===== src/pisoSplit.sv =====
`timescale 1ns/1ps

module pisoSplit #(
    parameter int IN_W  = 64,
    parameter int OUT_W = 32
) (
    input  logic             clk,
    input  logic             rst_n,
    input  logic [IN_W-1:0]  inDat,
    input  logic             inVld,
    input  logic             inLast,
    output logic             inRdy,
    output logic [OUT_W-1:0] outDat,
    output logic             outVld,
    output logic             outLast,
    input  logic             outRdy
);

    localparam int SLOTS = IN_W / OUT_W;
    localparam int CNT_W = (SLOTS > 1) ? $clog2(SLOTS) : 1;

    logic [IN_W-1:0]  wordReg;
    logic [CNT_W-1:0] slotCnt;
    logic             full;
    logic             lastReg;
    logic             inFire;
    logic             outFire;
    logic             lastSlice;

    // Load only when empty
    assign inRdy     = ~full;
    assign inFire    = inVld & inRdy;
    assign outFire   = full & outRdy;
    assign lastSlice = (slotCnt == CNT_W'(SLOTS - 1));

    // Low slice leaves first, the rest shifts down
    always_ff @(posedge clk) begin
        if (inFire) begin
            wordReg <= inDat;
        end else if (outFire) begin
            wordReg <= wordReg >> OUT_W;
        end
    end

    always_ff @(posedge clk or negedge rst_n) begin
        if (!rst_n) begin
            slotCnt <= '0;
            full    <= 1'b0;
            lastReg <= 1'b0;
        end else if (inFire) begin
            full    <= 1'b1;
            slotCnt <= '0;
            lastReg <= inLast;
        end else if (outFire) begin
            // Word drained after its final slice
            if (lastSlice) begin
                full    <= 1'b0;
                slotCnt <= '0;
            end else begin
                slotCnt <= slotCnt + 1'b1;
            end
        end
    end

    assign outDat  = wordReg[OUT_W-1:0];
    assign outVld  = full;
    // Transfer end only on the final slice of a last word
    assign outLast = lastReg & lastSlice;

endmodule


===== config.mk =====
export PLATFORM = sky130hd
export DESIGN_NAME = pisoSplit
export DESIGN_NICKNAME = d
export VERILOG_FILES = /design/src/pisoSplit.sv
export SDC_FILE = /design/constraint.sdc
export NUM_CORES = 1
export LEC_CHECK = 0
export BUFFER_PORTS_ARGS = -buffer_cell sky130_fd_sc_hd__clkbuf_2
export CAP_MARGIN = 40
export CORE_ASPECT_RATIO = 0.5
export CORE_UTILIZATION = 50
export CTS_CLUSTER_SIZE = 12
export DETAILED_ROUTE_END_ITERATION = 8
export PLACE_DENSITY = 0.77
export SYNTH_ARGS = -nofsm -noshare
export SYNTH_HDL_FRONTEND = slang
export SYNTH_SLANG_ARGS = --single-unit

===== constraint.sdc =====
create_clock -name clk -period 3.61 [get_ports clk]
set_input_delay 0.361 -clock clk [delete_from_list [all_inputs] [get_ports clk]]
set_output_delay 0.361 -clock clk [all_outputs]
set_load 0.02 [all_outputs]

=== Word-level counts from Yosys, hierarchy flattened ===
Index checks and enable logic that the tools add are counted.

* Memories: 0
* ROM bits: 0
* RAM bits: 0
* Bits of input ports: 69
* Bits in registers: 67
* Output and inout bits: 35
* Latch bits: 0
* Logic and storage cells: 20

* Mux-type cells: 8
* Div/mod/pow operators: 0
* Add/sub/neg operators: 1
* $lt $le $gt $ge: 0
* Equal/unequal tests: 0
* Shift operators: 0
* Bitwise operators: 4
* Reductions and logical operators: 3
* Multiply operators: 0

{| class="wikitable"
|+ Operators by type and width
! kind !! number
|-
| $mux 64 || 2
|-
| $mux 1 || 6
|-
| $reduce_bool 2->1 || 2
|-
| $and 1x1->1 || 3
|-
| $reduce_and 2->1 || 1
|-
| $add 1x1->1 const B || 1
|-
| $not 1->1 || 1
|}

=== Longest topological paths before layout ===
* Depth in word-level cells: 4
* Depth in mapped cells: 4
* Gate-level depth less buffers: 2

=== Least setup slack after synthesis ===
OpenSTA, ideal clock, no wires.

* Kind: flip-flop to flip-flop
* Start: reg full, in the netlist outVld
* End: reg wordReg[0] (enable)
* Period minus slack after synthesis: 2.770 ns
* Required time: 3.186 ns
* Library setup time: 0.424 ns
* Path buffers: 2
* Setup slack: 0.840 ns
* Data arrival time: 2.346 ns
* Cell stages (with the launch flop): 5
* Path through: dfrtp_1 nand2b_1 buf_6 buf_12 nand2_1

* Longest elaborated chain between the ends: 3
* Elaborated cells on any way between the ends: 4
* Those cells by class: bitwise: 3; reduce/logical: 1

{| class="wikitable"
|+ Ends and longest elaborated chain
! item !! line !! source
|-
| start: declaration || 24 || <nowiki>logic full;</nowiki>
|-
| start signal: assignment || 48 || <nowiki>full <= 1'b0;</nowiki>
|-
| start signal: assignment || 51 || <nowiki>full <= 1'b1;</nowiki>
|-
| start signal: assignment || 57 || <nowiki>full <= 1'b0;</nowiki>
|-
| $not 1->1 || 31 || <nowiki>assign inRdy = ~full;</nowiki>
|-
| $and 1x1->1 || 32 || <nowiki>assign inFire = inVld & inRdy;</nowiki>
|-
| $reduce_bool 2->1 (no source line) (*) || -- ||
|-
| end signal: assignment || 39 || <nowiki>wordReg <= inDat;</nowiki>
|-
| end signal: assignment || 41 || <nowiki>wordReg <= wordReg >> OUT_W;</nowiki>
|-
| end: declaration || 22 || <nowiki>logic [IN_W-1:0] wordReg;</nowiki>
|}

Mark *: on every way between the ends. The rest lies on a longest branch, timed or not.
A chain may end at the register's enable or synchronous reset.

=== Worst setup path in the final report ===
* Start: reg full, in the netlist outVld
* End: reg wordReg[8] (enable)

Same word-level chain as after synthesis.

==> summary.md <==
| Metric | Value |
|---|---|
| Outcome | `complete, no violations` |
| Synth Register Bits | `67` |
| Die area | `6460 um2` |
| Syn Nets | `250` |
| Setup-failing EPs final | `0` |
| H-tree lvl count | `3` |
| GRT Residual Overflow | `0` |
| Worst-Margin Slew | `0.7313 ns` |
| CTS Buf Count | `9` |
| Multi-input logic area | `743.2 um2` |
| Sink Count | `67` |
| Core area | `5682 um2` |
| Tightest Hold Check Type | `input port to register` |
| Fin area | `3720 um2` |
| DR iter-0 viols | `49` |
| Min Tclk post-route | `2.079 ns` |
| Antenna cells | `0` |
| Max-slew violation count | `0` |
| Kind of critical path | `register to register` |
| Routed WL per cell | `14.07 um` |
| Placed Cells | `320` |
| First-pass GRT wire length | `7334 um` |
| Pre-CTS setup slack | `1.521 ns` |
| Syn_area_per_cell | `16.92 um2` |
| Post-cts gate resize count | `0` |
| Number of fill cells | `401` |
| Longest Clk Path Bufs | `2` |
| Post-synthesis adder-cell area fraction | `0%` |
| Total of max-cap violations | `0` |
| Hold Buf Count CTS | `1` |
| Req. time, crit path | `3.58 ns` |
| Area growth from synthesis to layout | `21.50%` |
| IO Count | `104` |
| Total global-route track usage | `15.82%` |
| Vias in the first global route | `1,635` |
| VDD IR max | `0.5311 mV` |
| Mux contribution to synthesized area | `15.69%` |
| Layout Nets | `328` |
| Setup TNS | `0 ns` |
| Starting Density | `53.89%` |
| Switching power of the nets | `0.0008588 W` |
| Routed vias/inst | `4.685` |
| Final Hold Viols | `0` |
| Synth Cell Area | `3062 um2` |
| Die span in y | `57.34 um` |
| Register area share after synthesis | `65.22%` |
| Synth area leader | `edfxtp_1` |
| GRT busiest layer | `met2` |
| Worst setup EP type | `register` |
| GRT met2 Usage | `29.63%` |
| Post-synthesis xor/xnor area fraction | `0.2861%` |
| Dpl cell area | `3366 um2` |
| Clock latency on the worst-skew pair | `0.32 ns` |
| Worst path max stage delay | `0.55 ns` |
| Post-Layout Cell Count | `337` |
| CTS root buf | `clkbuf_16` |
| Post-Synth Simple-Gate Area | `7.601%` |
| Vias | `1,579` |
| Leakage power | `1.702 nW` |
| Global Route met3 Usage | `7.014%` |
| Initial antenna violation count | `0` |
| Clock Skews | `0.006968 ns` |
| Largest net degree at the start of global routing | `34` |
| Pwr Density | `850.8 nW/um2` |
| CP startpoint kind | `register` |
| Synth top area cells | `edfxtp_1, mux2_4, buf_4` |
| Reg power frac | `41.8%` |
| Mapped Cells | `181` |
| Reg clk slew, reported paths | `0.05 ns` |
| Maximum fanout along the worst path | `33` |
| # Post-CTS Setup Buffers | `0` |
| Synth cell types | `17` |
| Max stage delay cell, worst path | `nand2_2` |
| Largest family of logic cells by synthesized area | `multiplexers` |
| Met1 GRT Util | `15.15%` |
| CTS tree | `built` |
| Final GP Congestion | `0.7048` |
| Crit-path cells | `nand2b_2 > nand2_2 > buf_4` |
| Num rows | `19` |
| Slew headroom | `51.07%` |
| Peak Freq | `0.4810 GHz` |
| Tcrit/Tclk final | `57.59%` |
| Die Width | `112.7 um` |
| DRC Markers | `0` |
| Total Power | `0.003165 W` |
| Combinational power share | `27.1%` |
| Setup ws final | `1.531 ns` |
| Switching fraction of total power | `27.14%` |
| Number of synthesis warnings | `0` |
| Layout cell share with drive strength beyond 1 | `59.09%` |
| Router iterations before antenna repair | `4` |
| Routed Antenna Nets | `0` |
| Port bufs | `103` |
| Clk pwr share | `31.1%` |
| Post-Route WL | `4740 um` |
| WHS Path Cells | `2` |
| Area occupied by registers | `1997 um2` |
| RSZ-0062 raised after global routing | `false` |
| Synth Area in Compound Gates | `0.5313%` |
| WP data arrival | `2.05 ns` |
| Internal | `0.002306 W` |
| Top cell type's share of synthesized area | `62.77%` |
| R2R depth | `3` |
==> synth_stat cells (all sizes together) <==
master  instances
nand2b          1
buf            36
xor2            1
dfrtp           3
a22o            1
and2           33
and2b           1
inv             1
mux2           33
a31oi           1
nor2            1
nand2           2
clkbuf          3
edfxtp         64
==> logic make-up after synthesis <==
group           after synthesis
mux                          33
simple gates                 38
xor+xnor                      1
buf+inv                      40
compound gates                2
flops                        67
==> metal layers <==
| layer | up-vias | part of all wire (%) |
|---|---|---|
| li1 | 768 | - |
| met1 | 751 | 34 |
| met2 | 52 | 56 |
| met3 | 8 | 7.5 |
| met4 | 0 | 1.9 |
| met5 | - | 0 |
==> area by class of cell <==
class | count | share of cell area (%)
clock inverter | 4 | 2.624
clock buffer | 12 | 6.626
sequential | 67 | 53.68
inverter | 1 | 0.1009
timing repair buffer | 106 | 14.53
multi-input combinational | 74 | 19.98
tap | 73 | 2.455
==> path summary, 6_finish.rpt <==
| check | from | to | slack, ns |
|---|---|---|---|
| worst max-delay path | outVld | wordReg[8] | 1.53 |
| worst min-delay path | inLast | lastReg | 0.29 |
| worst max register to register | outVld | wordReg[8] | 1.53 |
| worst min register to register | lastReg | lastReg | 0.52 |
| max in group asynchronous | rst_n | lastSlice | 3.13 |
| min in group asynchronous | rst_n | outVld | 0.37 |
==> worst max-delay path: cells and delay by family, from the launching register on <==
family | cells | cell delay [ns]
buffers and inverters | 1 | 0.50
DFF | 1 | 0.44
and+or+nand+nor | 2 | 0.77
==> power groups by stage <==
stage,registers (W),clock network [W],logic (W)
4_1_cts,0.00133,0.000996,0.000868
6_report,0.00132,0.000984,0.000856
5_1_grt,0.00135,0.00104,0.000913
2_1_floorplan,0.00133,0,0.000827
3_5_place_dp,0.00134,0,0.000864
3_3_place_gp,0.00132,0,0.000837
==> flip-flops by register name, indices dropped and copies added (netlist names) <==
| register | count |
|---|---|
| outVld | 1 |
| lastReg | 1 |
| lastSlice | 1 |
| wordReg | 64 |
==> cell usage in the layout, fill, tap and decap left out <==
| cell type | count |
|---|---|
| and2b_2 | 1 |
| clkbuf_16 | 9 |
| dlygate4sd3_1 | 1 |
| and2_1 | 33 |
| a22o_2 | 1 |
| clkbuf_8 | 1 |
| nand2_2 | 1 |
| a31oi_1 | 1 |
| clkinvlp_4 | 1 |
| clkbuf_1 | 2 |
| xor2_1 | 1 |
| nand2b_2 | 1 |
| clkbuf_2 | 103 |
| dfrtp_1 | 3 |
| bufinv_16 | 3 |
| edfxtp_1 | 64 |
| inv_1 | 1 |
| mux2_4 | 29 |
| mux2_2 | 4 |
| buf_4 | 2 |
| nand2_1 | 1 |
| nor2_1 | 1 |
==> stage by stage <==
step                      utilization (%)  hold WS (ns)
after floorplan                         -       0.06541
after global placement              59.24        0.1583
after detailed placement            59.24        0.1628
after CTS                           65.47        0.2769
after global routing                65.47        0.2751
final                               65.47        0.2856
Power figures use the tool's default switching activity.
