### src/sipoPack.sv
`timescale 1ns/1ps

module sipoPack #(
    parameter int IN_W  = 32,
    parameter int OUT_W = 64
) (
    input  logic             clk,
    input  logic             rst_n,
    input  logic [IN_W-1:0]  inDat,
    input  logic             inVld,
    input  logic             inLast,
    output logic             inRdy,
    output logic [OUT_W-1:0] outDat,
    output logic             outVld,
    output logic             outLast,
    input  logic             outRdy
);

    localparam int SLOTS = OUT_W / IN_W;
    localparam int CNT_W = (SLOTS > 1) ? $clog2(SLOTS) : 1;

    logic [OUT_W-1:0] shiftReg;
    logic [CNT_W-1:0] slotCnt;
    logic             full;
    logic             lastReg;
    logic             inFire;
    logic             wordDone;

    // Ready follows valid, so an idle input leaves ready low
    // No beats taken while a full word waits downstream
    assign inRdy    = inVld & ~full;
    assign inFire   = inVld & inRdy;
    assign wordDone = inFire && (slotCnt == CNT_W'(SLOTS - 1));

    // Beats enter at the top and shift down
    // First beat ends up in the low slot
    always_ff @(posedge clk) begin
        if (inFire) begin
            shiftReg <= {inDat, shiftReg[OUT_W-1:IN_W]};
        end
    end

    always_ff @(posedge clk or negedge rst_n) begin
        if (!rst_n) begin
            slotCnt <= '0;
            full    <= 1'b0;
            lastReg <= 1'b0;
        end else begin
            if (inFire) begin
                slotCnt <= wordDone ? '0 : slotCnt + 1'b1;
            end
            // Last flag comes from the completing beat
            if (wordDone) begin
                full    <= 1'b1;
                lastReg <= inLast;
            end else if (outVld && outRdy) begin
                full <= 1'b0;
            end
        end
    end

    assign outDat  = shiftReg;
    assign outVld  = full;
    assign outLast = lastReg;

endmodule

### config.mk
export PLATFORM = sky130hd
export DESIGN_NAME = sipoPack
export DESIGN_NICKNAME = d
export VERILOG_FILES = /design/src/sipoPack.sv
export SDC_FILE = /design/constraint.sdc
export NUM_CORES = 1
export LEC_CHECK = 0
export ABC_AREA = 1
export BUFFER_PORTS_ARGS = -buffer_cell sky130_fd_sc_hd__buf_2
export CAP_MARGIN = 20
export CELL_PAD_IN_SITES_DETAIL_PLACEMENT = 1
export CELL_PAD_IN_SITES_GLOBAL_PLACEMENT = 1
export CORE_UTILIZATION = 36
export DETAILED_ROUTE_END_ITERATION = 16
export PLACE_DENSITY_LB_ADDON = 0.1
export SYNTH_ARGS = -nofsm -noshare
export SYNTH_HDL_FRONTEND = slang
export SYNTH_SLANG_ARGS = --single-unit
### constraint.sdc
create_clock -name clk -period 2.2 [get_ports clk]
set_input_delay 0.11 -clock clk [delete_from_list [all_inputs] [get_ports clk]]
set_output_delay 0.11 -clock clk [all_outputs]
set_load 0.1 [all_outputs]
; ---- Word level (Yosys, flattened, before mapping)
; Cells that the tools add are included.
; W data, S select, Z words.
[classes]
addsub = 1
muxes = 3
bitwise = 3
n_reduce_logical = 3
[ops]
columns = operator, count
row1 = $mux W1, 3
row2 = $and A1 B1 Y1, 2
row3 = $logic_and A1 B1 Y1, 2
row4 = $reduce_bool A2 Y1, 1
row5 = $add A1 B1 Y1 const B, 1
row6 = $not A1 Y1, 1
[totals]
register_bits = 67
input_bits = 37
output_inout_bits = 67
word_cells = 14

; ---- Depth between registers and ports, before layout
; Gate-level depths: netlist (run 1).
[logic_depth]
word_depth = 5
mapped_depth = 4
ltp_nobuf = 4

; ---- Worst setup path after synthesis (run 1)
; OpenSTA, ideal clock, no wires.
[synth_path]
path_kind = reg-to-reg
start = reg full, in the netlist outVld
end = reg shiftReg[0], in the netlist outDat[0] (enable)
setup_ns = 0.421
arrival_ns = 2.344
required_time_ns = 1.779
path_slack_ns = -0.565
stages_incl_launch_ff = 2
path_buffers = 0
synth_period_minus_slack_ns = 2.765
cell_sequence = dfrtp_1 nor2_4
[synth_between]
elab_chain_cells = 3
[synth_rtl]
columns = element, line
row1 = from (decl), 24  ; logic full;
row2 = from (signal assigned), 46  ; full <= 1'b0;
row3 = from (signal assigned), 54  ; full <= 1'b1;
row4 = from (signal assigned), 57  ; full <= 1'b0;
row5 = $not A1 Y1, 31  ; assign inRdy = inVld & ~full;
row6 = $and A1 B1 Y1, 31
row7 = via inRdy, 12  ; output logic inRdy,
row8 = $and A1 B1 Y1, 32  ; assign inFire = inVld & inRdy;
row9 = to (signal assigned), 39  ; shiftReg <= {inDat, shiftReg[OUT_W-1:IN_W]};
row10 = to (decl), 22  ; logic [OUT_W-1:0] shiftReg;
; The timed path passes the listed nets, and every way through them passes these cells.
; A chain may end at the register's enable or synchronous reset.

; ---- Worst setup path in the final report (run 1)
[layout_path]
start = reg full, in the netlist outVld
end = out inRdy
[layout_between]
elab_chain_cells = 2
[layout_rtl]
columns = element, line
row1 = $not A1 Y1, 31
row2 = $and A1 B1 Y1, 31
row3 = to (decl), 12
; Every way passes these cells.

==> flow_results.xml, run 1 <==
<?xml version="1.0" encoding="UTF-8"?>
<metrics>
  <group name="yosys">
    <metric name="synthFlopType" unit="">sky130_fd_sc_hd__edfxtp_1</metric>
    <metric name="synth_edf_count" unit="">64</metric>
    <metric name="synthArstFlopShare" unit="%">4.48</metric>
    <metric name="synth.most_common_cell" unit="">sky130_fd_sc_hd__edfxtp_1</metric>
    <metric name="synth_cell_type_count" unit="">9</metric>
    <metric name="synth_largest_area_cell" unit="">sky130_fd_sc_hd__edfxtp_1</metric>
    <metric name="syn-mean-instance-area" unit="sq um">26.0</metric>
    <metric name="syn_nets" unit="">116</metric>
    <metric name="synthesis.yosys.warnings" unit="">0</metric>
    <metric name="synth_area" unit="sq um">2060</metric>
    <metric name="synth_seq_cells" unit="">67</metric>
    <metric name="ys_top_cells_by_area" unit="">sky130_fd_sc_hd__edfxtp_1 (93%), sky130_fd_sc_hd__dfrtp_1 (3.7%), sky130_fd_sc_hd__nand2_1 (0.73%), sky130_fd_sc_hd__nor2_4 (0.55%), sky130_fd_sc_hd__o21ai_0 (0.49%)</metric>
    <metric name="postSynthCellCount" unit="">79</metric>
    <metric name="top_cell_types_by_occurrence_after_synthesis" unit="">sky130_fd_sc_hd__edfxtp_1 (64), sky130_fd_sc_hd__nand2_1 (4), sky130_fd_sc_hd__dfrtp_1 (3)</metric>
    <metric name="seq_area_frac_synth" unit="%">97.1</metric>
    <metric name="netlist.area_leader.share" unit="%">93.5</metric>
  </group>
  <group name="place">
    <metric name="gpl_congestion" unit="">0.664</metric>
    <metric name="port_buffers" unit="">103</metric>
  </group>
  <group name="critical_path">
    <metric name="critical_path.n_buffers_inverters" unit="">2</metric>
    <metric name="rrSetupSlack" unit="ns">0.82</metric>
    <metric name="path_cells" unit="">nor2_4, buf_4, buf_2</metric>
    <metric name="critPathTopFamily" unit="">buffers and inverters</metric>
    <metric name="worst_ep_arrival_time" unit="ns">1.76</metric>
    <metric name="setup.worst_path.start_class" unit="">flop</metric>
    <metric name="critical-path-max-stage-delay" unit="ns">0.51</metric>
    <metric name="setup.worst_path.end_class" unit="">output port</metric>
    <metric name="cp.required" unit="ns">2.09</metric>
    <metric name="ff2ff_path_depth" unit="">2</metric>
    <metric name="highest_fanout_seen_on_the_critical_path" unit="">28</metric>
    <metric name="slowest_stage" unit="">sky130_fd_sc_hd__dfrtp_4</metric>
    <metric name="critical_path.reg2reg.endpoint" unit="">outDat[52]$_DFFE_PP_</metric>
    <metric name="r2r-start" unit="">outVld$_DFFE_PN0P_</metric>
    <metric name="criticalPathCategory" unit="">reg2out</metric>
  </group>
  <group name="timing">
    <metric name="timing.final.crit_period" unit="ns">1.87</metric>
    <metric name="timing.final.max_slew_violations" unit="">0</metric>
    <metric name="hold_viol" unit="">0</metric>
    <metric name="fin_skew" unit="ns">0.00799</metric>
    <metric name="fmaxAchievable" unit="MHz">534</metric>
    <metric name="totalNegativeSetupSlack" unit="ns">0</metric>
    <metric name="grt_setup_unrepaired" unit="">no</metric>
    <metric name="worstMarginPinSlew" unit="ns">0.501</metric>
    <metric name="setup_viol" unit="">0</metric>
    <metric name="timing.hold.ws" unit="ns">0.0378</metric>
    <metric name="period_share" unit="%">85.1</metric>
    <metric name="timing.max_slew.rel_slack" unit="%">66.8</metric>
  </group>
  <group name="routing">
    <metric name="antenna_violating_nets_post_route" unit="">0</metric>
    <metric name="drt-total-wl" unit="microns">4350</metric>
    <metric name="route.detailed.vias_per_inst" unit="">4.32</metric>
    <metric name="drt_iter0_drc" unit="">54</metric>
    <metric name="routed-via-count" unit="">1322</metric>
    <metric name="wl_per_cell" unit="microns">14.2</metric>
    <metric name="drt_pre_antenna_iters" unit="">4</metric>
    <metric name="drc" unit="">0</metric>
  </group>
  <group name="hold_path">
    <metric name="min_to" unit="">outLast$_DFFE_PN0P_</metric>
    <metric name="timing.hold.worst.class" unit="">in2reg</metric>
    <metric name="hold_path_depth" unit="">3</metric>
    <metric name="holdCritStartpoint" unit="">inLast</metric>
  </group>
  <group name="floorplanning">
    <metric name="row_count" unit="">27</metric>
    <metric name="floorplan.io_pins" unit="">104</metric>
    <metric name="initial_core_util" unit="%">37.3</metric>
    <metric name="fp.dieH" unit="microns">77.6</metric>
    <metric name="die_w" unit="microns">77.6</metric>
    <metric name="dieArea" unit="sq um">6020</metric>
    <metric name="core_area" unit="sq um">5510</metric>
  </group>
  <group name="clocking">
    <metric name="ctsLongestPathBuffers" unit="">2</metric>
    <metric name="tritoncts_num_sinks" unit="">67</metric>
    <metric name="clock_insertion_delay_worst_skew" unit="ns">0.33</metric>
    <metric name="post-cts-setup-buffer-count" unit="">0</metric>
    <metric name="cts-root-buf" unit="">sky130_fd_sc_hd__clkbuf_8</metric>
    <metric name="clk_transition_reported_paths" unit="ns">0.07</metric>
    <metric name="tritoncts" unit="">yes</metric>
    <metric name="cts_buffers" unit="">9</metric>
    <metric name="cts-htree-levels" unit="">3</metric>
  </group>
  <group name="layout">
    <metric name="sequential_cell_area" unit="sq um">2000</metric>
    <metric name="num_antenna_cells" unit="">0</metric>
    <metric name="fillers" unit="">542</metric>
    <metric name="area_delta_synth_final" unit="%">55.9</metric>
    <metric name="final_nets" unit="">266</metric>
    <metric name="multi_input_gate_area" unit="sq um">47.5</metric>
    <metric name="layout-drive-gt1-share" unit="%">51.7</metric>
  </group>
  <group name="outcome">
    <metric name="run_status" unit="">finished clean</metric>
  </group>
  <group name="global_routing">
    <metric name="grt_max_degree" unit="">39</metric>
    <metric name="grt_pass1_wl" unit="microns">6550</metric>
    <metric name="vias_in_the_first_global_route" unit="">1444</metric>
    <metric name="gr-usage-all-layers" unit="%">15.1</metric>
    <metric name="overall_overflow_remaining_after_global_route" unit="">0</metric>
    <metric name="initial_antenna_violation_count" unit="">0</metric>
  </group>
  <group name="power">
    <metric name="vdd_drop_max" unit="mV">0.766</metric>
    <metric name="cellLeakagePower" unit="uW">0.00134</metric>
    <metric name="power-per-cell-area" unit="nW/um^2">1540</metric>
  </group>
  <group name="flow_run">
    <metric name="max-cap-violations" unit="">0</metric>
  </group>
</metrics>
[registers in the layout, summed over array words and instances (netlist names)]
signal,cells
slotCnt,1
outVld,1
outLast,1
outDat,64
[layout by cell type (no fill, tap or decap)]
cell / netlist / routed
sky130_fd_sc_hd__buf_2: 0 / 103
sky130_fd_sc_hd__buf_4: 0 / 2
sky130_fd_sc_hd__bufinv_16: 0 / 1
sky130_fd_sc_hd__clkbuf_1: 0 / 1
sky130_fd_sc_hd__clkbuf_8: 0 / 9
sky130_fd_sc_hd__clkinv_1: 0 / 2
sky130_fd_sc_hd__clkinv_2: 0 / 2
sky130_fd_sc_hd__clkinv_4: 0 / 1
sky130_fd_sc_hd__dfrtp_1: 3 / 2
sky130_fd_sc_hd__dfrtp_4: 0 / 1
sky130_fd_sc_hd__dlygate4sd3_1: 0 / 34
sky130_fd_sc_hd__edfxtp_1: 64 / 64
sky130_fd_sc_hd__inv_1: 2 / 2
sky130_fd_sc_hd__inv_2: 1 / 1
sky130_fd_sc_hd__nand2_1: 4 / 4
sky130_fd_sc_hd__nand3_1: 1 / 1
sky130_fd_sc_hd__nand4_1: 1 / 1
sky130_fd_sc_hd__nor2_4: 1 / 1
sky130_fd_sc_hd__o21ai_0: 2 / 2
[cell type report]
cell class,instances,area share (%)
clock buffer,10,3.98
clock inverter,6,1.76
tap,72,2.81
inverter,3,0.351
timing repair buffer,139,27.2
multi-input combinational,9,1.48
sequential,67,62.4
[through the flow]
step                setup slack (ns)  util, %  cell area [sq um]  instances  total power [uW]
floorplan                     -0.276        -               2060         79              3660
global placement               0.704     48.7               2680        256              3920
detailed placement             0.661     48.7               2680        256              3970
CTS                            0.305     58.2               3200        306              4970
global route                   0.251     58.2               3200        306              5070
finish                         0.328     58.2               3200        306              4930
[worst reg2reg max path, cell delays in order (launching register included)]
cell	delay [ns]
sky130_fd_sc_hd__dfrtp_4	0.51
sky130_fd_sc_hd__nor2_4	0.09
sky130_fd_sc_hd__buf_4	0.41
[kinds of logic (layout without fill, tap and decap cells)]
family	Yosys count	in the layout	synth area share, %
and+or+nand+nor	7	7	1.83
DFF	67	67	97.1
AOI/OAI and AO/OA	2	2	0.487
buffers and inverters	3	158	0.548
[report_power, final]
group          switching [uW]  internal (uW)  total (uW)
Sequential               99.0           1730        1830
Clock                     436            514         951
Combinational            1910            237        2140
Total                    2440           2480        4930
[metal layers]
layer | wire length [microns] | share of wire (%) | GRT usage (%) | vias to the layer above
met5 | 0 | 0 | 0 | -
met3 | 287 | 6.6 | 4.35 | 15
met4 | 131 | 3.0 | 11.3 | 0
met2 | 2420 | 56 | 27.5 | 64
li1 | - | - | - | 607
met1 | 1520 | 35 | 14.3 | 636
[timing repair]
item                      4_1_cts  5_1_grt
hold endpoints to repair       36        0
gates resized for setup         0        0
hold buffers                   34        0
[how the worst max path moves through the flow]
stage | slack [ns] | depth (start not counted) | startpoint | to
6_report | 0.33 | 3 | outVld$_DFFE_PN0P_ | inRdy
5_1_grt | 0.25 | 3 | outVld$_DFFE_PN0P_ | inRdy
4_1_cts | 0.31 | 3 | outVld$_DFFE_PN0P_ | inRdy
3_5_place_dp | 0.66 | 3 | outVld$_DFFE_PN0P_ | inRdy
3_3_place_gp | 0.70 | 3 | outVld$_DFFE_PN0P_ | inRdy
2_1_floorplan | -0.28 | 1 | outVld$_DFFE_PN0P_ | outDat[0]$_DFFE_PP_
(Power assumes the default switching activity.)
==> run 2, diff against run 1 <==
--- a/config.mk
+++ b/config.mk
@@ -13,6 +13,7 @@
 export CORE_UTILIZATION = 36
 export DETAILED_ROUTE_END_ITERATION = 16
 export PLACE_DENSITY_LB_ADDON = 0.1
+export RECOVER_POWER = 100
 export SYNTH_ARGS = -nofsm -noshare
 export SYNTH_HDL_FRONTEND = slang
 export SYNTH_SLANG_ARGS = --single-unit
==> flow_results.xml, run 2 (synthesized netlist as in run 1, its figures left out) <==
<?xml version="1.0" encoding="UTF-8"?>
<metrics>
  <group name="critical_path">
    <metric name="critical-path-max-stage-delay" unit="ns">0.53</metric>
    <metric name="r2r-start" unit="">outVld$_DFFE_PN0P_</metric>
    <metric name="path_cells" unit="">nor2_1, buf_4, clkbuf_2</metric>
    <metric name="worst_ep_arrival_time" unit="ns">1.83</metric>
    <metric name="slowest_stage" unit="">sky130_fd_sc_hd__clkbuf_2</metric>
    <metric name="cp.required" unit="ns">2.09</metric>
    <metric name="ff2ff_path_depth" unit="">2</metric>
    <metric name="criticalPathCategory" unit="">reg2out</metric>
    <metric name="highest_fanout_seen_on_the_critical_path" unit="">28</metric>
    <metric name="setup.worst_path.start_class" unit="">flop</metric>
    <metric name="setup.worst_path.end_class" unit="">output port</metric>
    <metric name="critical_path.startpoint" unit="">outVld$_DFFE_PN0P_</metric>
  </group>
  <group name="floorplanning">
    <metric name="dieArea" unit="sq um">6020</metric>
    <metric name="floorplan.io_pins" unit="">104</metric>
    <metric name="fp.dieH" unit="microns">77.6</metric>
    <metric name="row_count" unit="">27</metric>
    <metric name="die_w" unit="microns">77.6</metric>
    <metric name="initial_core_util" unit="%">37.3</metric>
    <metric name="core_area" unit="sq um">5510</metric>
  </group>
  <group name="layout">
    <metric name="final_cell_mix" unit="">sky130_fd_sc_hd__clkbuf_1 (68), sky130_fd_sc_hd__edfxtp_1 (64), sky130_fd_sc_hd__buf_2 (35)</metric>
    <metric name="finish.instance_area" unit="sq um">3110</metric>
    <metric name="largest_register_ffs" unit="">64</metric>
    <metric name="layout-drive-gt1-share" unit="%">22.2</metric>
    <metric name="mostFrequentLayoutCell" unit="">sky130_fd_sc_hd__clkbuf_1</metric>
    <metric name="fillers" unit="">580</metric>
    <metric name="final_nets" unit="">266</metric>
    <metric name="area_delta_synth_final" unit="%">51.3</metric>
    <metric name="num_antenna_cells" unit="">0</metric>
    <metric name="instances_no_fill" unit="">306</metric>
  </group>
  <group name="global_routing">
    <metric name="grt_max_degree" unit="">39</metric>
    <metric name="overall_overflow_remaining_after_global_route" unit="">0</metric>
    <metric name="initial_antenna_violation_count" unit="">0</metric>
    <metric name="grt_pass1_wl" unit="microns">6550</metric>
    <metric name="gr-usage-all-layers" unit="%">15.1</metric>
    <metric name="vias_in_the_first_global_route" unit="">1444</metric>
  </group>
  <group name="outcome">
    <metric name="run_status" unit="">finished clean</metric>
  </group>
  <group name="place">
    <metric name="placed_instances" unit="">256</metric>
    <metric name="gpl_congestion" unit="">0.664</metric>
    <metric name="port_buffers" unit="">103</metric>
    <metric name="placedInstanceArea" unit="sq um">2680</metric>
  </group>
  <group name="power">
    <metric name="power.clock.fraction" unit="%">19.6</metric>
    <metric name="vdd_drop_max" unit="mV">0.768</metric>
    <metric name="netSwitchingPower" unit="uW">2440</metric>
    <metric name="power-per-cell-area" unit="nW/um^2">1560</metric>
    <metric name="power_switching_share" unit="%">50.2</metric>
    <metric name="seq_power_share" unit="%">37.8</metric>
    <metric name="pwr_total" unit="uW">4860</metric>
    <metric name="cellLeakagePower" unit="uW">0.00115</metric>
    <metric name="comb_power_share" unit="%">42.6</metric>
    <metric name="internal_power" unit="uW">2420</metric>
  </group>
  <group name="timing">
    <metric name="fin_skew" unit="ns">0.00846</metric>
    <metric name="setup_viol" unit="">0</metric>
    <metric name="grt_setup_unrepaired" unit="">no</metric>
    <metric name="period_share" unit="%">88.1</metric>
    <metric name="timing.final.crit_period" unit="ns">1.94</metric>
    <metric name="worstMarginPinSlew" unit="ns">1.20</metric>
    <metric name="timing.final.max_slew_violations" unit="">0</metric>
    <metric name="hold_viol" unit="">0</metric>
    <metric name="fmaxAchievable" unit="MHz">516</metric>
    <metric name="timing.hold.ws" unit="ns">0.0390</metric>
    <metric name="timing.max_slew.rel_slack" unit="%">20.2</metric>
  </group>
  <group name="clocking">
    <metric name="cts-root-buf" unit="">sky130_fd_sc_hd__clkbuf_8</metric>
    <metric name="tritoncts" unit="">yes</metric>
    <metric name="clk_transition_reported_paths" unit="ns">0.07</metric>
    <metric name="ctsLongestPathBuffers" unit="">2</metric>
    <metric name="clock_insertion_delay_worst_skew" unit="ns">0.33</metric>
    <metric name="cts-htree-levels" unit="">3</metric>
    <metric name="cts.repair.resized" unit="">0</metric>
    <metric name="cts_buffers" unit="">9</metric>
    <metric name="tritoncts_num_sinks" unit="">67</metric>
  </group>
  <group name="routing">
    <metric name="drt-total-wl" unit="microns">4410</metric>
    <metric name="drc" unit="">0</metric>
    <metric name="drt_pre_antenna_iters" unit="">4</metric>
    <metric name="drt_iter0_drc" unit="">76</metric>
    <metric name="route.detailed.vias_per_inst" unit="">4.32</metric>
    <metric name="wl_per_cell" unit="microns">14.4</metric>
    <metric name="routed-via-count" unit="">1322</metric>
    <metric name="antenna_violating_nets_post_route" unit="">0</metric>
  </group>
  <group name="flow_run">
    <metric name="max-cap-violations" unit="">0</metric>
  </group>
  <group name="hold_path">
    <metric name="hold_path_depth" unit="">3</metric>
    <metric name="holdCritStartpoint" unit="">inLast</metric>
    <metric name="timing.hold.worst.class" unit="">in2reg</metric>
  </group>
</metrics>
-- run 2: cell count changes in the layout (fill, tap and decap cells not counted), sizes merged --
cell / delta
clkbuf: +69
buf: -69
-- run 2: final cells by class --
| type | instances | area, sq um | share of cell area, % |
|---|---|---|---|
| timing repair buffer | 139 | 785 | 25.2 |
| clock buffer | 10 | 128 | 4.10 |
| multi-input combinational | 9 | 40.0 | 1.29 |
| inverter | 3 | 11.3 | 0.362 |
| sequential | 67 | 2000 | 64.3 |
| clock inverter | 6 | 56.3 | 1.81 |
| tap | 72 | 90.1 | 2.90 |
-- run 2: routing by layer --
metal	up-vias	GRT usage, %	wire (microns)
li1	607	-	-
met5	-	0	0
met1	638	14.3	1570
met2	62	27.5	2410
met4	0	11.3	140
met3	15	4.35	286
-- run 2: what timing repair did --
action,CTS,global route
hold buffers,34,0
buffers inserted,0,0
endpoints found under the hold margin,36,0
-- run 2: final timing paths --
path,slack (ns),endpoint
max,0.26,inRdy
min in group asynchronous,0.12,outLast$_DFFE_PN0P_
max reg2reg,0.45,outDat[38]$_DFFE_PP_
min,0.04,outLast$_DFFE_PN0P_
max in group asynchronous,1.88,outVld$_DFFE_PN0P_
min reg2reg,0.44,outDat[6]$_DFFE_PP_
-- run 2: metrics by stage --
step / TNS [ns] / setup WS [ns] / util (%)
6_report: 0 / 0.262 / 56.5
5_1_grt: 0 / 0.171 / 56.5
4_1_cts: 0 / 0.305 / 58.2
3_5_place_dp: 0 / 0.661 / 48.7
3_3_place_gp: 0 / 0.704 / 48.7
2_1_floorplan: -17.79 / -0.276 / -
-- run 2: critical path: cells and delay by family, from the launching register on --
kind	cells	cell delay, ns
buf+inv	2	0.88
flops	1	0.49
simple gates	1	0.13
-- run 2: power groups by stage --
stage               registers, uW  logic, uW  clock network, uW
finish                       1840       2070                951
global route                 1870       2120               1020
CTS                          1840       2150                981
detailed placement           1860       2110                  0
global placement             1840       2080                  0
floorplan                    3500        158                  0
