[src/common/itf_defs.svh]
`ifndef ITF_DEFS_SVH
`define ITF_DEFS_SVH

// Pad bus and global buffer widths
`define ITF_PAD_W       32
`define ITF_SRAM_W      64

// Buffer ports
// Write ports come first, read ports follow
`define ITF_NUM_WR      2
`define ITF_NUM_RD      2
`define ITF_NUM_PORT    4

// Address and count widths
`define ITF_ADDR_W      10
`define ITF_NUM_W       8

// DRAM address field of the command word
`define ITF_DRAM_W      21

`endif

[src/common/itfPkg.sv]
package itfPkg;

`include "itf_defs.svh"

    // Data widths
    typedef logic [`ITF_PAD_W-1:0]  padWord_t;
    typedef logic [`ITF_SRAM_W-1:0] sramWord_t;

    // Addresses and counts
    typedef logic [`ITF_ADDR_W-1:0] bufAddr_t;
    typedef logic [`ITF_NUM_W-1:0]  reqNum_t;
    typedef logic [`ITF_DRAM_W-1:0] dramAddr_t;
    typedef logic [$clog2(`ITF_NUM_PORT)-1:0] portIdx_t;

    // Command beat sent ahead of every transfer
    // dir is set for read ports (data leaves the chip)
    typedef struct packed {
        logic      dir;
        portIdx_t  port;
        reqNum_t   num;
        dramAddr_t dramAddr;
    } itfCmd_t;

    // Request held by one buffer port
    typedef struct packed {
        reqNum_t   num;
        bufAddr_t  bufAddr;
        dramAddr_t dramBase;
    } portReq_t;

    // Transfer FSM
    typedef enum logic [2:0] {
        Idle,
        Cmd,
        In,
        Out,
        Fnh
    } itfState_t;

endpackage

[src/itf/itfCtrl.sv]
`timescale 1ns/1ps

`include "itf_defs.svh"

module itfCtrl (
    input  logic                      clk,
    input  logic                      rst_n,
    // Arbiter side
    input  logic                      grantVld,
    input  itfPkg::portIdx_t          grantIdx,
    output logic                      arbTake,
    // Request side
    input  itfPkg::portReq_t          portReq [`ITF_NUM_PORT],
    output logic [`ITF_NUM_PORT-1:0]  portDone,
    // Pad output
    output itfPkg::padWord_t          padOut,
    output logic                      padOutVld,
    output logic                      padOutLast,
    output logic                      padOe,
    input  logic                      padOutRdy,
    // Packer side
    input  logic                      padInVld,
    output logic                      packVld,
    input  itfPkg::sramWord_t         packDat,
    input  logic                      packWordVld,
    input  logic                      packLast,
    output logic                      packRdy,
    // Buffer write
    output itfPkg::sramWord_t         wrDat,
    output itfPkg::bufAddr_t          wrAddr,
    output logic                      wrVld,
    output itfPkg::portIdx_t          wrPort,
    input  logic                      wrRdy,
    // Buffer read
    output itfPkg::bufAddr_t          rdAddr,
    output logic                      rdAddrVld,
    output itfPkg::portIdx_t          rdPort,
    input  logic                      rdAddrRdy,
    input  itfPkg::sramWord_t         rdDat,
    input  logic                      rdDatVld,
    output logic                      rdDatRdy,
    // Splitter side
    output logic                      splitVld,
    output itfPkg::sramWord_t         splitDat,
    output logic                      splitLast,
    input  logic                      splitRdy,
    input  itfPkg::padWord_t          splitOut,
    input  logic                      splitOutVld,
    input  logic                      splitOutLast,
    output logic                      splitOutRdy
);

    itfPkg::itfState_t state;
    itfPkg::itfState_t nxtState;

    // Latched request of the served port
    itfPkg::portReq_t  curReq;
    itfPkg::portIdx_t  curPort;
    itfPkg::itfCmd_t   cmdWord;

    itfPkg::reqNum_t   wrCnt;
    itfPkg::reqNum_t   issueCnt;
    itfPkg::reqNum_t   retCnt;

    logic isCmd;
    logic isIn;
    logic isOut;
    logic padFire;
    logic wrFire;
    logic rdAddrFire;
    logic retFire;

    assign isCmd = (state == itfPkg::Cmd);
    assign isIn  = (state == itfPkg::In);
    assign isOut = (state == itfPkg::Out);

    assign padFire    = padOutVld & padOutRdy;
    assign wrFire     = wrVld & wrRdy;
    assign rdAddrFire = rdAddrVld & rdAddrRdy;
    assign retFire    = rdDatVld & rdDatRdy;

    // =================================================================
    // Transfer FSM
    // =================================================================

    // Grant taken on the Idle to Cmd step
    assign arbTake = (state == itfPkg::Idle) & grantVld;

    always_comb begin
        nxtState = state;
        case (state)
            itfPkg::Idle: begin
                if (grantVld) begin
                    nxtState = itfPkg::Cmd;
                end
            end
            // Command beat accepted, direction picks the data phase
            itfPkg::Cmd: begin
                if (padFire) begin
                    nxtState = cmdWord.dir ? itfPkg::Out : itfPkg::In;
                end
            end
            // Final packed word written
            itfPkg::In: begin
                if (wrFire && packLast) begin
                    nxtState = itfPkg::Fnh;
                end
            end
            // Final pad beat accepted
            itfPkg::Out: begin
                if (padFire && splitOutLast) begin
                    nxtState = itfPkg::Fnh;
                end
            end
            itfPkg::Fnh: nxtState = itfPkg::Idle;
            default:     nxtState = itfPkg::Idle;
        endcase
    end

    always_ff @(posedge clk or negedge rst_n) begin
        if (!rst_n) begin
            state   <= itfPkg::Idle;
            curPort <= '0;
        end else begin
            state <= nxtState;
            if (arbTake) begin
                curPort <= grantIdx;
            end
        end
    end

    // Request fields held for the whole transfer
    always_ff @(posedge clk) begin
        if (arbTake) begin
            curReq <= portReq[grantIdx];
        end
    end

    // =================================================================
    // Command word and counters
    // =================================================================

    always_comb begin
        cmdWord.dir      = (curPort >= itfPkg::portIdx_t'(`ITF_NUM_WR));
        cmdWord.port     = curPort;
        cmdWord.num      = curReq.num;
        // DRAM start is base plus buffer address, wraps at 21 bits
        cmdWord.dramAddr = itfPkg::dramAddr_t'(curReq.dramBase
                         + itfPkg::dramAddr_t'(curReq.bufAddr));
    end

    // Write offset, read issue and read return counts
    always_ff @(posedge clk or negedge rst_n) begin
        if (!rst_n) begin
            wrCnt    <= '0;
            issueCnt <= '0;
            retCnt   <= '0;
        end else if (arbTake) begin
            wrCnt    <= '0;
            issueCnt <= '0;
            retCnt   <= '0;
        end else begin
            if (wrFire) begin
                wrCnt <= wrCnt + 1'b1;
            end
            if (rdAddrFire) begin
                issueCnt <= issueCnt + 1'b1;
            end
            if (retFire) begin
                retCnt <= retCnt + 1'b1;
            end
        end
    end

    // =================================================================
    // Data steering
    // =================================================================

    // Pad input into the packer, only during In
    assign packVld = isIn & padInVld;
    assign packRdy = isIn & wrRdy;

    // Packed words to the buffer write port
    assign wrDat  = packDat;
    assign wrVld  = isIn & packWordVld;
    assign wrAddr = curReq.bufAddr + itfPkg::bufAddr_t'(wrCnt);
    assign wrPort = curPort;

    // Read addresses run ahead of returned data, stop after num
    assign rdAddrVld = isOut && (issueCnt != curReq.num);
    assign rdAddr    = curReq.bufAddr + itfPkg::bufAddr_t'(issueCnt);
    assign rdPort    = curPort;

    // Returned words into the splitter
    assign splitVld  = isOut & rdDatVld;
    assign splitDat  = rdDat;
    assign splitLast = (retCnt == itfPkg::reqNum_t'(curReq.num - 1'b1));
    assign rdDatRdy  = isOut & splitRdy;

    // Pad output, command beat first then split beats
    // Command is its own last beat
    assign padOut      = isCmd ? itfPkg::padWord_t'(cmdWord) : splitOut;
    assign padOutVld   = isCmd | (isOut & splitOutVld);
    assign padOutLast  = isCmd | (isOut & splitOutLast);
    assign padOe       = isCmd | isOut;
    assign splitOutRdy = isOut & padOutRdy;

    // One-cycle done strobe to the served port
    always_comb begin
        portDone = '0;
        if (state == itfPkg::Fnh) begin
            portDone[curPort] = 1'b1;
        end
    end

endmodule

[config.mk]
export PLATFORM = sky130hd
export DESIGN_NAME = itfCtrl
export DESIGN_NICKNAME = d
export VERILOG_FILES = /design/src/common/itfPkg.sv /design/src/itf/itfCtrl.sv
export VERILOG_INCLUDE_DIRS = /design/src /design/src/common
export SDC_FILE = /design/constraint.sdc
export NUM_CORES = 1
export LEC_CHECK = 0
export CAP_MARGIN = 20
export CELL_PAD_IN_SITES_DETAIL_PLACEMENT = 0
export CELL_PAD_IN_SITES_GLOBAL_PLACEMENT = 1
export CORE_AREA = 2 2 208 210
export CTS_CLUSTER_DIAMETER = 150
export DETAILED_ROUTE_END_ITERATION = 8
export DIE_AREA = 0 0 210 212
export DONT_BUFFER_PORTS = 1
export GPL_TIMING_DRIVEN = 0
export PLACE_DENSITY_LB_ADDON = 0.1
export SYNTH_ARGS = -nofsm -noshare
export SYNTH_HDL_FRONTEND = slang
export SYNTH_SLANG_ARGS = --single-unit
[constraint.sdc]
create_clock -name clk -period 5.55 [get_ports clk]
set_input_delay 0.2775 -clock clk [delete_from_list [all_inputs] [get_ports clk]]
set_output_delay 0.2775 -clock clk [all_outputs]
set_load 0.05 [all_outputs]
* Yosys cells after proc, flatten, opt, wreduce, memory -nomap -nowiden *
Index checks and enable logic that the tools add are counted.

operators by class
  add/subtract/negate cells = 7
  multipliers = 0
  divide/modulo/power cells = 0
  $lt $le $gt $ge = 4
  equality and inequality tests = 10
  shifts and indexed selects = 0
  multiplexer cells = 19
  bitwise gates (word level) = 17
  reductions and logical operators = 9

operator list
  kind                                                                    number
  39-bit binary-select mux with 2-bit select                              1
  39-bit two-way mux                                                      2
  8-bit two-way mux                                                       6
  32-bit two-way mux                                                      1
  8-bit by 1-bit adder with 8-bit output (second input constant)          3
  21-bit by 10-bit adder with 21-bit output                               1
  10-bit by 8-bit adder with 10-bit output                                2
  1-bit AND                                                               13
  3-bit two-way mux                                                       4
  3-bit case mux with 4 select lines                                      1
  8-bit equality test                                                     1
  8-bit != test                                                           1
  8-bit by 1-bit subtractor with 8-bit output (second input constant)     1
  3-bit by 2-bit equality test with 1-bit output (second input constant)  2
  2-bit by 1-bit != test with 1-bit output (second input constant)        3
  2-bit nonzero test                                                      3
  1-bit logical AND                                                       4
  4-bit two-way mux                                                       1
  4-bit AND reduction                                                     1
  3-bit by 1-bit equality test with 1-bit output (second input constant)  1
  3-bit equality test (second input constant)                             1
  3-bit greater-or-equal comparator (second input constant)               1
  3-bit logical NOT                                                       1
  2-bit by 3-bit < comparator with 1-bit output (second input constant)   1
  other kinds (7)                                                         10

storage, ports and cells
  register bits = 68
  latch bits = 0
  memory bits (writable) = 0
  memory bits (read-only) = 0
  bits of input ports = 331
  output and inout bits = 200
  logic and storage cells = 74
  memories kept = 0

* Longest topological paths before layout *
Gate-level depths: netlist of run 1.

  depth in word-level cells = 7
  gate-level depth with buffers = 9
  depth with buffers taken out = 8

* Least setup slack after synthesis of run 1 *
No wires, ideal clock.

  kind = register to output
  start = register curReq[21] (netlist name)
  end = output padOut[18]
  arrival = 3.193 ns
  data required time = 5.273 ns
  setup slack = 2.080 ns
  stages on the path, launching flop included = 9
  path buffers = 0
  cell sequence = edfxtp_1 ha_1 fa_1 a211oi_2 nor4b_2 nor4_2 nor4_1 xnor2_1 o21ai_0

on the way
  word-level cells in the longest chain between the ends = 2

ends and longest elaborated chain
  element                                    line            text
  from (decl)                                itfCtrl.sv:57   itfPkg::portReq_t curReq;
  from (signal assigned)                     itfCtrl.sv:135  curReq <= portReq[grantIdx];
  21-bit by 10-bit adder with 21-bit output  itfCtrl.sv:149  + itfPkg::dramAddr_t'(curReq.bufAddr));
  32-bit two-way mux                         itfCtrl.sv:202  assign padOut = isCmd ? itfPkg::padWord_t'(cmdWord) : splitOut;
  to (decl)                                  itfCtrl.sv:16   output itfPkg::padWord_t padOut,

Every way passes these cells.

* Worst setup path in the final report of run 1 *
  start = register curReq[21] (netlist name)
  end = output padOut[20]

The elaborated chain is that of the path after synthesis.

==> results by group, run 1 <==
Floorplan
  – Die H: 212 um
  – Die Width: approximately 210 um
  – Site Rows: 76
  – Starting Density: 15.41%
  – Core Area: 0.04251 mm^2
  – Die Footprint: 0.04452 mm^2
  – Io pins: 531

Synthesis
  – Largest family of logic cells by synthesized area: buffers and inverters
  – Ys Warns: 0
  – Flops & latches, synth: 68
  – Async S/R FF share, synth: between 40% and 50%
  – Synth Area in Compound Gates: 8.577%
  – Top cell type's share of synthesized area: 17.88%
  – Seq/Total Area, Yosys: between 20% and 30%
  – Syn Inst Count: 676
  – Synth unique cells: 54
  – Post-synth EDFFs: 39
  – Post-Syn Area per Cell: 9.689 um^2
  – Synth Area in Simple Gates: between 10% and 20%
  – Top-count cell post-synth: buf_4
  – Top post-synthesis cells by area: edfxtp_1, buf_4, mux4_2
  – Post-Syn Nets: 1,040
  – Adder-Cell Fraction of Synth Area: 6.648%
  – Top cells by count, synth: buf_4, nand2_1, nor2_1, xnor2_1, o21ai_0
  – Synth area leader: edfxtp_1
  – Cell Area, Synth: 0.006550 mm^2
  – Post-synthesis mux area share: 14.21%
  – Top_reg_cell synth: edfxtp_1
  – Post-Synth XOR/XNOR Area: 8.825%

Power and ir drop
  – LEAKAGE: 3.088 nW
  – Worst vdd rail ir drop: 0.2612 mV
  – Pwr Density: 458.5 mW/mm^2

Finish
  – FF/Latch Area: 0.001897 mm^2
  – Final #Nets: between 1,000 and 1,500
  – Area grow syn2layout: 17.34%
  – Multi-input gate area: 0.003522 mm^2
  – Layout fillers: 4,685
  – Share of cells above drive strength 1: around a third

STA
  – Final setup violation count: 0
  – Period utilization: 74.88%
  – Total Neg Setup Slack: 0 ps
  – PnR worst setup slack: around 1400 ps
  – Relative max-transition margin: 22.92%
  – Slew Limit Fails: 0
  – Slew @ Worst Pin: roughly 1100 ps
  – Peak Freq: between 0.2 and 0.25 GHz
  – Post-layout min period: 4156 ps
  – Skew final: roughly 5.8 ps
  – RSZ-0062 raised after global routing: no
  – Fin. Hold Viols: 0

Route
  – Wirelength per Cell: 24.47 um
  – # DRC: 0
  – Via/cell ratio: 4.018
  – DRT antenna net count: 0
  – Aggregate routed wire length: 30.67 mm
  – Initial DRC count: approximately 190
  – Total number of vias: 5,034
  – DRT Pass-1 Iters: 6

GRT
  – Pin count of the biggest net entering global routing: 42
  – Total track usage: between 10% and 20%
  – GR Util met1: 14.52%
  – GRT busiest layer: met2
  – Global route total overflow: 0
  – Met3 Track Usage GR: 3.397%
  – Initial antenna violation count: 4
  – First-pass GRT wire length: slightly above 40 mm
  – GR Layer Usage met2: 23.32%
  – Vias in the first global route: roughly 5,400

Placement
  – Routability Congestion: between 0.8 and 0.9
  – IO buf count: 0
  – Place WS: 1751 ps
  – Hpwl dp: about 27 mm

CTS
  – Clock root cell: clkbuf_16
  – Clock buffer count from CTS: 9
  – Clk_lat worst skew: approximately 350 ps
  – CTS Hold Bufs: 2
  – CTS clk-pin slew, worst paths: 60 ps
  – Postcts setup bufs: 0
  – Post-CTS sizing: 0
  – Clk buf depth: 2
  – CTS tree: done
  – # H-tree levels: 3
  – Clock sink count: slightly below 70

Setup path
  – Reg2reg end: curReq[14]
  – RR Startpoint: state[1]
  – R2R setup slack: roughly 3300 ps
  – Worst Setup SP: curReq[21]
  – Worst path required time: 5270 ps
  – Critical Path End: padOut[20]
  – Worst setup EP type: primary output
  – Worst Setup Path Type: reg -> out
  – Crit path launch type: flip-flop
  – R2R depth: 5
  – Crit path max fanout: 6
  – WP data arrival: just under 4000 ps

Flow run
  – Number of max-cap violations: 0

Run status
  – Status: complete, no violations

Hold path
  – Hold WC Path Type: in -> reg
  – Worst Hold Launch: rdAddrRdy
worst min path at each step:
stage | cells past startpoint | slack, ps | to
after floorplan | 0 | -20 | issueCnt[0]
after global placement | 0 | -20 | rdPort[0]
after detailed placement | 0 | -20 | rdPort[0]
after CTS | 2 | 60 | issueCnt[1]
after global routing | 2 | 70 | issueCnt[1]
final | 2 | 80 | issueCnt[1]
where the power goes:
part / leakage (nW) / internal (W) / switching, W / total (W)
Sequential: 0.754 / 0.000651 / 0.000129 / 0.000779
Clock: 0.139 / 0.000328 / 0.000244 / 0.000572
Combinational: 2.20 / 0.000501 / 0.00167 / 0.00217
cell usage in the layout (no fill, tap or decap), types with 8 or more instances in the layout:
cell type  netlist  layout
nor3_1          13      13
clkbuf_16        0      10
o21a_1           8       8
dfrtp_1         29      29
ha_1            30      30
buf_4          133     141
inv_1           12      12
nand3_1         14      14
edfxtp_1        39      39
buf_2           10      10
clkbuf_1        13      14
a21oi_1         16      16
o21ai_0         40      20
o21ai_1          0      20
mux4_2          39      39
nor2_1          45      45
and3_1          10      10
xnor2_1         43      41
nand2_1         84      84
xor2_1          23      23
cell type report:
type                       instances  share of cell area [%]
buffer                           158                   14.54
clock buffer                      12                   3.353
clock inverter                     4                  0.2930
sequential                        68                   24.68
antenna                            3                 0.09767
tap                              546                   8.888
timing repair buffer              12                   1.677
multi-input combinational        437                   45.82
inverter                          13                  0.6511
critical path, cell delays in order, from the launching register on:
cell      delay, ps
edfxtp_1        530
ha_1            300
fa_1            450
a211oi_2        360
nor4b_2         110
nor4_2          660
nor3_1          180
xnor2_1         190
o21ai_1         750
routing by layer:
layer	share of wire, %	up-vias
met2	51	326
li1	-	2322
met4	3.5	4
met1	38	2348
met3	6.9	34
met5	0.17	-
state kept, by name, indices dropped and copies added, names as in the netlist:
signal and flops:
curReq 31, cmdWord 8, issueCnt 8, retCnt 8, wrCnt 8, state 3
rdPort 2
cell families (layout without fill, tap and decap cells):
group / count (synthesis) / in the layout
compound gates: 91 / 91
flops: 68 / 68
buf+inv: 171 / 199
xor+xnor: 66 / 66
fa+ha+maj: 33 / 33
other cells: 0 / 3
mux: 44 / 44
simple gates: 203 / 203
per-stage QoR:
step	cell area [um^2]	cells	power, W	hold slack, ps	util [%]
after global placement	7233	1222	0.002958	-16.66	17.02
after floorplan	6550	676	0.002523	-18.09	-
after global routing	7686	1253	0.003735	74.79	18.08
after CTS	7671	1249	0.003622	57.31	18.05
after detailed placement	7361	1231	0.003011	-16.78	17.32
final	7686	1253	0.003524	76.62	18.08
Power figures use the tool's default switching activity.
==> inputs of run 2 (changes only) <==
--- a/config.mk
+++ b/config.mk
@@ -9,10 +9,10 @@
 export CAP_MARGIN = 20
 export CELL_PAD_IN_SITES_DETAIL_PLACEMENT = 0
 export CELL_PAD_IN_SITES_GLOBAL_PLACEMENT = 1
-export CORE_AREA = 2 2 208 210
+export CORE_AREA = 2 2 209 211
 export CTS_CLUSTER_DIAMETER = 150
 export DETAILED_ROUTE_END_ITERATION = 8
-export DIE_AREA = 0 0 210 212
+export DIE_AREA = 0 0 211 213
 export DONT_BUFFER_PORTS = 1
 export GPL_TIMING_DRIVEN = 0
 export PLACE_DENSITY_LB_ADDON = 0.1
==> constraint.sdc (replaced) <==
create_clock -name clk -period 4.2 [get_ports clk]
set_input_delay 0.21 -clock clk [delete_from_list [all_inputs] [get_ports clk]]
set_output_delay 0.21 -clock clk [all_outputs]
set_load 0.05 [all_outputs]
==> run 2 against run 1 <==
  * Register-to-register slack worse by 1400 ps
  * Clock power rose by 42%
  * Clock-buffer cell count increased by 2
  * Cell area is 1.0% higher
  * Sequential power is 32% higher
  * Final cell count is essentially flat
  * Combinational power is 34% higher
  * Via count rose by 1.0%
  * Hold slack better by 24 ps
  * Critical endpoint unchanged
  * Highest routed layer unchanged
==> results by group, run 2 (same netlist as run 1, synthesis figures left out) <==
STA
  – Fin. Hold Viols: 0 (unchanged)
  – Hold_ws: 100.4 ps (+23.73 ps)
  – Period utilization: just over 90%
  – Final setup violation count: 0 (unchanged)
  – Post-layout min period: 3928 ps
  – Peak Freq: around 0.25 GHz
  – RSZ-0062 raised after global routing: no
  – Total Neg Setup Slack: 0 ps (unchanged)
  – Slew Limit Fails: 0 (unchanged)
  – Skew final: 7.332 ps (+1.540 ps)
  – Slew @ Worst Pin: 1103 ps (-44.78 ps)
  – Relative max-transition margin: 26.21% (+3.3 points)

Route
  – Initial DRC count: 226 (+18%)
  – Aggregate routed wire length: 29.61 mm (-3.5%)
  – Via/cell ratio: 4.056 (+0.95%)
  – # DRC: 0 (unchanged)
  – DRT antenna net count: 0 (unchanged)
  – DRT Pass-1 Iters: 4 (-2)
  – Total number of vias: 5,086 (+1.0%)
  – Wirelength per Cell: 23.61 um (-3.5%)

Placement
  – Hpwl dp: 25.81 mm (-2.9%)
  – # placed instances: 1,234 (+0.24%)
  – IO buf count: 0 (unchanged)
  – Routability Congestion: 0.8516 (-2.5%)

Finish
  – Area grow syn2layout: 18.55%
  – Final #Nets: 1,066 (+0.28%)
  – Multi-input gate area: 0.003537 mm^2 (+0.43%)
  – Largest register FFs: 31 (unchanged)
  – Commonest non-fill, non-tap cell in the layout: buf_4
  – Share of cells above drive strength 1: 33.80% (+1.3 points)
  – Largest Register: curReq
  – Post-route insts no fill: 1,254 (+0.080%)
  – FF/Latch Area: 0.001897 mm^2 (unchanged)
  – Layout fillers: 4,709 (+0.51%)
  – Most frequent cells in the layout: buf_4, nand2_1, nor2_1, xnor2_1

GRT
  – Initial antenna violation count: 4 (unchanged)
  – Vias in the first global route: 5,394 (+0.28%)
  – Pin count of the biggest net entering global routing: 38 (-9.5%)
  – First-pass GRT wire length: 39.33 mm (-2.2%)
  – Global route total overflow: 0 (unchanged)
  – Total track usage: 12.52% (-0.54 points)

Setup path
  – Worst setup EP type: primary output
  – Worst path required time: 3990 ps (-1280 ps)
  – Crit path max fanout: 6 (unchanged)
  – WP data arrival: 3720 ps (-160 ps)
  – R2R depth: 5 (unchanged)
  – Crit path launch type: flip-flop
  – Worst Setup Path Type: reg -> out

CTS
  – Clk buf depth: 2 (unchanged)
  – CTS tree: done
  – Clock buffer count from CTS: 9 (unchanged)
  – Clock sink count: 68 (unchanged)
  – Clk_lat worst skew: 350 ps (about the same)
  – # H-tree levels: 3 (unchanged)
  – CTS clk-pin slew, worst paths: 60 ps (about the same)
  – Clock root cell: clkbuf_16
  – Postcts setup bufs: 0 (unchanged)

Floorplan
  – Starting Density: 15.34% (-0.069 points)
  – Die Width: 211 um (+0.48%)
  – Die H: 213 um (+0.47%)
  – Core Area: 0.04270 mm^2 (+0.45%)
  – Site Rows: 76 (unchanged)
  – Io pins: 531 (unchanged)
  – Die Footprint: 0.04494 mm^2 (+0.95%)

Flow run
  – Number of max-cap violations: 0 (unchanged)

Power and ir drop
  – Worst vdd rail ir drop: 0.2953 mV (+13%)
  – Pwr Density: 611.3 mW/mm^2 (+33%)
  – LEAKAGE: 3.127 nW (+1.3%)

Run status
  – Status: complete, no violations

Hold path
  – Hold WC Path Type: in -> reg
  – Hold path cells: 3 (+1)
[run 2: cell types whose count changed in the layout (fill, tap and decap cells not counted), moves of 2 or more]
cell and change:
o21ai_1 -6, o21ai_2 +6, clkbuf_8 +4, buf_6 +2, clkbuf_1 -2, diode_2 -2
[run 2: cell type report]
type                            instances  share of cell area (%)
Buffer                                158                   14.39
Timing Repair Buffer                   15                   2.079
Inverter                               13                  0.6445
Tap cell                              546                   8.798
Multi-Input combinational cell        437                   45.55
Antenna cell                            1                 0.03223
Clock inverter                          2                  0.1450
Clock buffer                           14                   3.932
Sequential cell                        68                   24.43
[run 2: path summary, 6_finish.rpt]
| path | startpoint | to | slack, ps |
|---|---|---|---|
| worst max-delay path | curReq[21] | padOut[20] | 270 |
| worst min-delay path | padOutRdy | state[0] | 100 |
| worst max register to register | state[1] | curReq[10] | 1920 |
| worst min register to register | wrCnt[7] | wrCnt[7] | 550 |
| max in group asynchronous | rst_n | issueCnt[7] | 3710 |
| min in group asynchronous | rst_n | state[2] | 320 |
[run 2: critical path, cell delays in order (launching register included)]
cell	delay (ps)
edfxtp_1	560
ha_1	320
fa_1	460
a211oi_2	390
nor4b_2	120
nor4_2	660
nor3_1	180
xnor2_1	180
o21ai_2	500
[run 2: power breakdown]
group	leakage (nW)	internal, W	switching [W]
logic	2.21	0.000680	0.00223
registers	0.754	0.000860	0.000168
clock network	0.160	0.000500	0.000310
total	3.13	0.00204	0.00271
[run 2: metal layers]
layer	wire length [um]	global-route usage [%]	share of wire, %
met1	11580	14.35	39
met3	2166	3.501	7.3
met4	386	3.133	1.3
met5	13	0	0.044
met2	15460	22.83	52
[run 2: per-stage QoR]
| step | worst slack [ps] | area, um^2 | util (%) | total power [W] |
|---|---|---|---|---|
| floorplan | 797.1 | 6550 | - | 0.003334 |
| global placement | -680.5 | 7233 | 16.94 | 0.003910 |
| detailed placement | 374.0 | 7383 | 17.29 | 0.003995 |
| CTS | 50.13 | 7744 | 18.14 | 0.004856 |
| global route | 91.52 | 7765 | 18.19 | 0.005025 |
| finish | 271.7 | 7765 | 18.19 | 0.004746 |
[run 2: what timing repair did]
| action | 4_1_cts | 5_1_grt |
|---|---|---|
| endpoints found under the hold margin | 30 | 0 |
| endpoints found under the setup margin | 1 | 5 |
| resized for setup | 1 | 5 |
| hold buffers | 3 | 0 |
